[config.mk]
export PLATFORM = sky130hd
export DESIGN_NAME = emailbox
export DESIGN_NICKNAME = d
export VERILOG_FILES = /design/src/rtl/emailbox_pkg.sv /design/src/rtl/emailbox.sv /design/src/rtl/mi_read_port.sv /design/src/rtl/mailbox_storage.sv /design/src/rtl/mailbox_ptr_counter.sv /design/src/rtl/mailbox_status_fsm.sv /design/src/rtl/emesh_write_decode.sv
export VERILOG_INCLUDE_DIRS = /design/src /design/src/include
export SDC_FILE = /design/constraint.sdc
export NUM_CORES = 1
export LEC_CHECK = 0
export BUFFER_PORTS_ARGS = -buffer_cell sky130_fd_sc_hd__buf_4
export CAP_MARGIN = 20
export CORE_UTILIZATION = 55
export CTS_CLUSTER_DIAMETER = 50
export DETAILED_ROUTE_END_ITERATION = 8
export PLACE_DENSITY = 0.72
export SYNTH_ARGS = -nofsm -noshare
export SYNTH_HDL_FRONTEND = slang
export SYNTH_SLANG_ARGS = --single-unit
[constraint.sdc]
create_clock -name rd_clk -period 7.9 [get_ports rd_clk]
set_input_delay 1.185 -clock rd_clk [delete_from_list [all_inputs] [get_ports rd_clk]]
set_output_delay 1.185 -clock rd_clk [all_outputs]
set_load 0.02 [all_outputs]
[src/include/emailbox_regmap.svh]
`ifndef EMAILBOX_REGMAP_SVH
`define EMAILBOX_REGMAP_SVH

// mailbox register group, matched on addr[10:8]
localparam logic [2:0] MBOX_GROUP = 3'h3;

// register indices, addr[7:2]
localparam logic [5:0] MAILBOXLO  = 6'h08;  // low word, full entry on read
localparam logic [5:0] MAILBOXHI  = 6'h09;  // high word, pops on read

`endif
[src/rtl/emailbox_pkg.sv]
`default_nettype none

package emailbox_pkg;

   // packet layout: [1] write, [39:8] address, [103:40] payload
   typedef logic [103:0] emesh_packet_t;  // full mesh transaction
   typedef logic [31:0]  emesh_addr_t;    // mesh address field
   typedef logic [63:0]  mbox_data_t;     // one queued entry
   typedef logic [11:0]  link_id_t;       // compared with addr[31:20]

   // host side
   typedef logic [7:0]   mi_addr_t;       // byte address, [7:2] is the index
   typedef logic [5:0]   reg_idx_t;       // register index

   // occupancy tracking
   typedef enum logic [1:0] {
      MBOX_EMPTY  = 2'b00,  // nothing queued
      MBOX_ACTIVE = 2'b01,  // some entries, room left
      MBOX_FULL   = 2'b10   // DEPTH entries held
   } mbox_state_t;

   // register map constants
   `include "emailbox_regmap.svh"

endpackage

`default_nettype wire

[src/rtl/emailbox.sv]
`timescale 1ns/1ps
`default_nettype none

module emailbox #(
   parameter int                     DEPTH   = 16,      // queue entries
   parameter emailbox_pkg::link_id_t LINK_ID = 12'h000  // mesh id of this link
) (
   input  wire logic                        rd_clk,
   input  wire logic                        rst_n,              // sync, active low
   input  wire logic                        emesh_access,       // packet strobe
   input  wire emailbox_pkg::emesh_packet_t emesh_packet,       // incoming packet
   input  wire logic                        mi_en,              // host enable
   input  wire logic                        mi_we,              // host write
   input  wire emailbox_pkg::mi_addr_t      mi_addr,            // host address
   output emailbox_pkg::mbox_data_t         mi_dout,            // host read data
   output logic                             mailbox_full,       // status
   output logic                             mailbox_not_empty   // interrupt
);

   import emailbox_pkg::*;

   localparam int PTR_W = $clog2(DEPTH);
   localparam int CNT_W = PTR_W + 1;

   logic             push_req;   // decoded write
   mbox_data_t       push_data;  // its payload
   logic             pop_req;    // HI read
   logic             push_ok;    // granted push
   logic             pop_ok;     // granted pop
   logic [PTR_W-1:0] wr_ptr;
   logic [PTR_W-1:0] rd_ptr;
   logic [CNT_W-1:0] count;      // occupancy
   mbox_data_t       head_data;  // oldest entry

   // mesh side decode
   emesh_write_decode #(
      .LINK_ID (LINK_ID)
   ) emesh_write_decode_inst (
      .emesh_access (emesh_access),
      .emesh_packet (emesh_packet),
      .push_req     (push_req),
      .push_data    (push_data)
   );

   // full/empty decisions live here only
   mailbox_status_fsm #(
      .DEPTH (DEPTH)
   ) mailbox_status_fsm_inst (
      .rd_clk            (rd_clk),
      .rst_n             (rst_n),
      .push_req          (push_req),
      .pop_req           (pop_req),
      .count             (count),
      .push_ok           (push_ok),
      .pop_ok            (pop_ok),
      .mailbox_full      (mailbox_full),
      .mailbox_not_empty (mailbox_not_empty)
   );

   mailbox_ptr_counter #(
      .DEPTH (DEPTH)
   ) mailbox_ptr_counter_inst (
      .rd_clk  (rd_clk),
      .rst_n   (rst_n),
      .push_ok (push_ok),
      .pop_ok  (pop_ok),
      .wr_ptr  (wr_ptr),
      .rd_ptr  (rd_ptr),
      .count   (count)
   );

   mailbox_storage #(
      .DEPTH (DEPTH)
   ) mailbox_storage_inst (
      .rd_clk    (rd_clk),
      .push_ok   (push_ok),
      .wr_ptr    (wr_ptr),
      .push_data (push_data),
      .rd_ptr    (rd_ptr),
      .head_data (head_data)
   );

   // host register port
   mi_read_port mi_read_port_inst (
      .rd_clk    (rd_clk),
      .rst_n     (rst_n),
      .mi_en     (mi_en),
      .mi_we     (mi_we),
      .mi_addr   (mi_addr),
      .head_data (head_data),
      .mi_dout   (mi_dout),
      .pop_req   (pop_req)
   );

endmodule

`default_nettype wire

[src/rtl/mi_read_port.sv]
`timescale 1ns/1ps
`default_nettype none

module mi_read_port (
   input  wire logic                     rd_clk,
   input  wire logic                     rst_n,      // sync, active low
   input  wire logic                     mi_en,      // host access
   input  wire logic                     mi_we,      // host write, ignored
   input  wire emailbox_pkg::mi_addr_t   mi_addr,    // host byte address
   input  wire emailbox_pkg::mbox_data_t head_data,  // current head entry
   output emailbox_pkg::mbox_data_t      mi_dout,    // registered read data
   output logic                          pop_req     // HI read pops
);

   import emailbox_pkg::*;

   logic     mi_rd;    // read cycle
   reg_idx_t reg_idx;  // decoded register

   assign mi_rd   = mi_en & ~mi_we;
   assign reg_idx = mi_addr[7:2];  // word index

   // reading the high word retires the entry
   assign pop_req = mi_rd & (reg_idx == MAILBOXHI);

   always_ff @(posedge rd_clk) begin
      if (!rst_n) begin
         mi_dout <= '0;
      end else if (mi_rd) begin
         case (reg_idx)
            MAILBOXLO: mi_dout <= head_data;                          // whole entry
            MAILBOXHI: mi_dout <= {head_data[63:32], head_data[63:32]}; // upper word twice
            default:   mi_dout <= '0;                                 // unmapped index
         endcase
      end else begin
         mi_dout <= '0;  // zero when idle
      end
   end

endmodule

`default_nettype wire

[src/rtl/mailbox_storage.sv]
`timescale 1ns/1ps
`default_nettype none

module mailbox_storage #(
   parameter int DEPTH = 16,              // entries, power of two
   localparam int PTR_W = $clog2(DEPTH)   // pointer width
) (
   input  wire logic                     rd_clk,
   input  wire logic                     push_ok,    // write enable
   input  wire logic         [PTR_W-1:0] wr_ptr,     // write slot
   input  wire emailbox_pkg::mbox_data_t push_data,  // entry to store
   input  wire logic         [PTR_W-1:0] rd_ptr,     // head slot
   output emailbox_pkg::mbox_data_t      head_data   // oldest entry
);

   import emailbox_pkg::*;

   mbox_data_t mem [DEPTH];  // entry array, contents undefined until written

   always_ff @(posedge rd_clk) begin
      if (push_ok) begin
         mem[wr_ptr] <= push_data;  // stored at the strobe edge
      end
   end

   // async head read, so a pop shows the next entry right away
   assign head_data = mem[rd_ptr];

endmodule

`default_nettype wire

[src/rtl/mailbox_ptr_counter.sv]
`timescale 1ns/1ps
`default_nettype none

module mailbox_ptr_counter #(
   parameter int DEPTH = 16,               // entries, power of two
   localparam int PTR_W = $clog2(DEPTH),   // pointer width
   localparam int CNT_W = PTR_W + 1        // count up to DEPTH
) (
   input  wire logic             rd_clk,
   input  wire logic             rst_n,    // sync, active low
   input  wire logic             push_ok,  // granted write
   input  wire logic             pop_ok,   // granted read
   output logic      [PTR_W-1:0] wr_ptr,   // next free slot
   output logic      [PTR_W-1:0] rd_ptr,   // head slot
   output logic      [CNT_W-1:0] count     // entries held
);

   // write pointer, wraps at DEPTH
   always_ff @(posedge rd_clk) begin
      if (!rst_n) begin
         wr_ptr <= '0;
      end else if (push_ok) begin
         wr_ptr <= wr_ptr + 1'b1;  // power-of-two wrap
      end
   end

   // read pointer, wraps at DEPTH
   always_ff @(posedge rd_clk) begin
      if (!rst_n) begin
         rd_ptr <= '0;
      end else if (pop_ok) begin
         rd_ptr <= rd_ptr + 1'b1;
      end
   end

   // occupancy
   always_ff @(posedge rd_clk) begin
      if (!rst_n) begin
         count <= '0;
      end else begin
         case ({push_ok, pop_ok})
            2'b10:   count <= count + 1'b1;  // push only
            2'b01:   count <= count - 1'b1;  // pop only
            default: count <= count;         // idle or both at once
         endcase
      end
   end

endmodule

`default_nettype wire

[src/rtl/mailbox_status_fsm.sv]
`timescale 1ns/1ps
`default_nettype none

module mailbox_status_fsm #(
   parameter int DEPTH = 16,                 // entries, power of two
   localparam int CNT_W = $clog2(DEPTH) + 1  // counts 0..DEPTH
) (
   input  wire logic             rd_clk,
   input  wire logic             rst_n,              // sync, active low
   input  wire logic             push_req,           // decoded mesh write
   input  wire logic             pop_req,            // host HI read
   input  wire logic [CNT_W-1:0] count,              // current occupancy
   output logic                  push_ok,            // push granted
   output logic                  pop_ok,             // pop granted
   output logic                  mailbox_full,       // status level
   output logic                  mailbox_not_empty   // level interrupt
);

   import emailbox_pkg::*;

   mbox_state_t      state;       // registered occupancy class
   mbox_state_t      state_nxt;
   logic [CNT_W-1:0] count_nxt;   // occupancy after this edge

   // grants: drop pushes when full, ignore pops when empty
   assign push_ok = push_req & (state != MBOX_FULL);
   assign pop_ok  = pop_req & (state != MBOX_EMPTY);

   always_comb begin
      count_nxt = count;
      if (push_ok && !pop_ok) begin
         count_nxt = count + 1'b1;  // net gain
      end else if (pop_ok && !push_ok) begin
         count_nxt = count - 1'b1;  // net loss
      end
      if (count_nxt == '0) begin
         state_nxt = MBOX_EMPTY;
      end else if (count_nxt == CNT_W'(DEPTH)) begin
         state_nxt = MBOX_FULL;
      end else begin
         state_nxt = MBOX_ACTIVE;
      end
   end

   always_ff @(posedge rd_clk) begin
      if (!rst_n) begin
         state <= MBOX_EMPTY;
      end else begin
         state <= state_nxt;  // flags follow one edge after the strobe
      end
   end

   // flags straight off the state register
   assign mailbox_full      = (state == MBOX_FULL);
   assign mailbox_not_empty = (state != MBOX_EMPTY);

endmodule

`default_nettype wire

[src/rtl/emesh_write_decode.sv]
`timescale 1ns/1ps
`default_nettype none

module emesh_write_decode #(
   parameter emailbox_pkg::link_id_t LINK_ID = 12'h000  // this endpoint's mesh id
) (
   input  wire logic                        emesh_access,  // packet strobe
   input  wire emailbox_pkg::emesh_packet_t emesh_packet,  // raw transaction
   output logic                             push_req,      // qualified mailbox write
   output emailbox_pkg::mbox_data_t         push_data      // payload to queue
);

   import emailbox_pkg::*;

   emesh_addr_t emesh_addr;  // destination address
   logic        is_write;    // write flag from the packet
   logic        id_hit;      // addressed to this link
   logic        group_hit;   // mailbox register group
   reg_idx_t    reg_idx;     // target register

   assign emesh_addr = emesh_packet[39:8];   // address field
   assign is_write   = emesh_packet[1];      // reads never queue
   assign push_data  = emesh_packet[103:40]; // 64-bit payload

   assign id_hit    = (emesh_addr[31:20] == LINK_ID);
   assign group_hit = (emesh_addr[10:8] == MBOX_GROUP);
   assign reg_idx   = emesh_addr[7:2];

   // only writes to MAILBOXLO enter the queue
   assign push_req = emesh_access &
                     is_write &
                     id_hit &
                     group_hit &
                     (reg_idx == MAILBOXLO);

endmodule

`default_nettype wire

==> impl_metrics.py <==
metrics = {
    "setup_path": {
        "r2r_slack_ps": 3670,
        "rr_endpoint": "mi_read_port_inst.mi_dout[23]",
        "rr_worst_depth": 6,
        "critical_path.max_fanout": 44,
        "critPathKind": "primary input to register",
        "cp.required_ps": 8190,
        "cp.arrival_ps": 4570,
        "end_kind": "register",
        "critPathLaunchType": "primary input",
    },
    "place": {
        "dpl.hpwl_um": 53100,
        "io_buffers": 162,
        "pre_cts_slack_ps": 3050,
        "gp_congestion": 0.822,
    },
    "sta": {
        "skew_ps": 16.9,
        "tightest_slew_ps": 1140,
        "relSlewSlack_pct": 24.2,
        "post-route-period-util_pct": 54.2,
        "max_freq_ghz": 0.233,
        "rsz0062_at_grt": "false",
        "drv_slew": 0,
        "setup_viol": 0,
        "fin_crit_ps": 4280,
        "hold_slack_ps": 502,
        "setup_tns_ps": 0,
        "finalHoldViolations": 0,
        "setup_ws_ps": 3620,
    },
    "worst_hold_path": {
        "hold-path-cell-count": 2,
        "hp-class": "register to register",
        "min_from": "mailbox_ptr_counter_inst.count[4]",
        "min_to": "mailbox_ptr_counter_inst.count[4]",
    },
    "detailed_routing": {
        "routed_wl_um": 98800,
        "vias": 22100,
        "wl_per_cell_um": 27.4,
        "drt_iter0_markers": 2457,
        "viasPerCell": 6.14,
        "drcViolationCount": 0,
        "detail-route-antenna-nets": 0,
        "drt-pass1-iter-count": 5,
    },
    "logic_synthesis": {
        "syn_inst": 2299,
        "avgSynthCellArea_um2": 18.6,
        "synth_edf_count": 1024,
        "synth-main-ff-cell": "edfxtp_1",
        "yosysTopAreaCell": "edfxtp_1",
        "synth_fp_nets": 2427,
        "synth_seq_cells": 1107,
        "ys_seq_area_share_pct": 75.8,
        "async_flop_share_pct": 0,
        "yosys-top-cells-area": "edfxtp_1, mux2i_1, dfxtp_1",
        "synth.distinct_cells": 55,
        "yosysWarningCount": 0,
        "netlist.area_leader.share_pct": 71.9,
        "netlist_area_um2": 42700,
    },
    "global_routing": {
        "grt_first_pass_wirelength_um": 145000,
        "grt-ovfl-total": 0,
        "antenna_found_initial": 8,
        "grt_usage_pct": 25.4,
        "grt_pass1_vias": 22500,
        "grt_max_degree": 109,
    },
    "cells_and_area": {
        "area_delta_synth_final_pct": 14.7,
        "fillCellCount": 5134,
        "num-nets-final": 2607,
        "drive_above_1_share_pct": 24.0,
        "fin_util_pct": 64.1,
        "n_antenna_cell": 0,
    },
    "floorplanning": {
        "io_pins": 183,
        "die_h_um": 281,
        "core.rowCount": 101,
        "start_util_pct": 55.9,
        "die_w_um": 281,
        "core_um2": 76500,
        "die_area_um2": 78800,
    },
    "cts": {
        "clock_sinks": 1107,
        "cts_hold_buf": 0,
        "cts_setup_buffers": 0,
        "cts_resized": 0,
        "tritoncts": "built",
        "htree_levels": 3,
        "cts_inserted_buffers": 111,
        "path_clk_slew_ps": 60,
        "cts_root_buffer": "clkbuf_16",
        "cts_buffer_depth": 3,
        "insertion_delay_ps": 670,
    },
    "pwr": {
        "peakVddDrop_uv": 181,
        "p_leak_nw": 15.2,
        "p_total_w": 0.0121,
        "power_density_nw_per_um2": 247,
    },
    "job": {
        "cap_violations": 0,
    },
    "status": {
        "outcome": "completed",
    },
}
## cell usage after synthesis, types with 28 or more instances
master,instances
edfxtp_1,1024
mux2i_1,318
a22oi_1,115
dfxtp_1,83
mux2_2,72
nand2_1,70
mux4_2,64
clkbuf_1,60
a21oi_1,57
o22ai_1,40
nor2b_1,34
a211oi_1,32
buf_2,30
or2_2,28
## cells in the final DEF, fill, tap and decap left out, types with 25 or more instances in the layout
| master | count |
|---|---|
| a21oi_1 | 57 |
| or2_2 | 28 |
| nand2_1 | 70 |
| clkbuf_16 | 114 |
| mux2i_1 | 318 |
| buf_4 | 200 |
| a221oi_2 | 25 |
| mux2_2 | 72 |
| dfxtp_1 | 79 |
| a22oi_1 | 115 |
| a211oi_1 | 32 |
| o22ai_1 | 40 |
| o21ai_1 | 26 |
| edfxtp_1 | 1024 |
| mux4_2 | 64 |
| nor2b_1 | 31 |
## metrics by stage
stage                     cell area [µm²]  cells
after floorplan                     42700   2299
after global placement              45000   3393
after detailed placement            45000   3394
after CTS                           49000   3606
after global routing                49000   3608
final                               49000   3608
## worst max path at each step
| stage | slack [ps] | start | cells past startpoint | endpoint |
|---|---|---|---|---|
| after detailed placement | 3050 | emesh_packet[33] | 7 | mailbox_storage_inst.mem[13][45] |
| after global placement | 3070 | emesh_packet[33] | 7 | mailbox_storage_inst.mem[13][37] |
| final | 3620 | emesh_packet[33] | 7 | mailbox_storage_inst.mem[13][45] |
| after CTS | 3720 | emesh_packet[33] | 7 | mailbox_storage_inst.mem[13][45] |
| after global routing | 3500 | emesh_packet[33] | 7 | mailbox_storage_inst.mem[13][43] |
| after floorplan | 740 | emesh_packet[31] | 5 | mailbox_storage_inst.mem[3][0] |
## critical path: stages
cell and delay (ps):
buf_4 110, nor4_1 300, nand4b_1 240, nor3_2 680, nand2_1 410, nor2_4 760
buf_4 800
## cell type report
cell class / count / area (µm²) / share of cell area [%]
clock buffers: 150 / 3120 / 6.36
clock inverters: 62 / 857 / 1.75
inverters: 11 / 41.3 / 0.0842
multi-input cells: 1041 / 9650 / 19.7
flip-flops and latches: 1107 / 32400 / 66.1
well taps: 1030 / 1290 / 2.63
repair buffers: 207 / 1660 / 3.38
## where the power goes
part	switching (W)	internal, W
Clock	0.00221	0.00338
Sequential	0.000000303	0.00639
Combinational	0.0000902	0.0000370
## state kept, by name, summed over array words and instances, names as in the netlist, named ones only
signal and cells:
mailbox_ptr_counter_inst.wr_ptr 4, mailbox_ptr_counter_inst.count 5, mailbox_storage_inst.mem 1024, mailbox_ptr_counter_inst.rd_ptr 4, mi_read_port_inst.mi_dout 64, mailbox_status_fsm_inst.state 2
## routing by layer
layer | share of wire, % | routed length, µm | vias up | global-route usage, %
li1 | - | - | 9665 | -
met1 | 41 | 40100 | 11400 | 35.2
met2 | 49 | 48300 | 881 | 41.0
met3 | 8.1 | 8040 | 161 | 5.05
met4 | 2.3 | 2310 | 14 | 7.54
met5 | 0.10 | 102 | - | 0
## kinds of logic (layout without fill, tap and decap cells)
group                    Yosys count  after routing  synth area share, %
flip-flops                      1107           1107                 75.8
multiplexers                     454            454                 12.7
AO/OA/AOI/OAI                    359            359                 6.40
AND/OR/NAND/NOR                  207            207                 2.60
buffers and inverters            151            430                 1.93
adder cells (fa/ha/maj)           11             11                0.322
XOR/XNOR                          10             10                0.205
(Power assumes the default switching activity.)
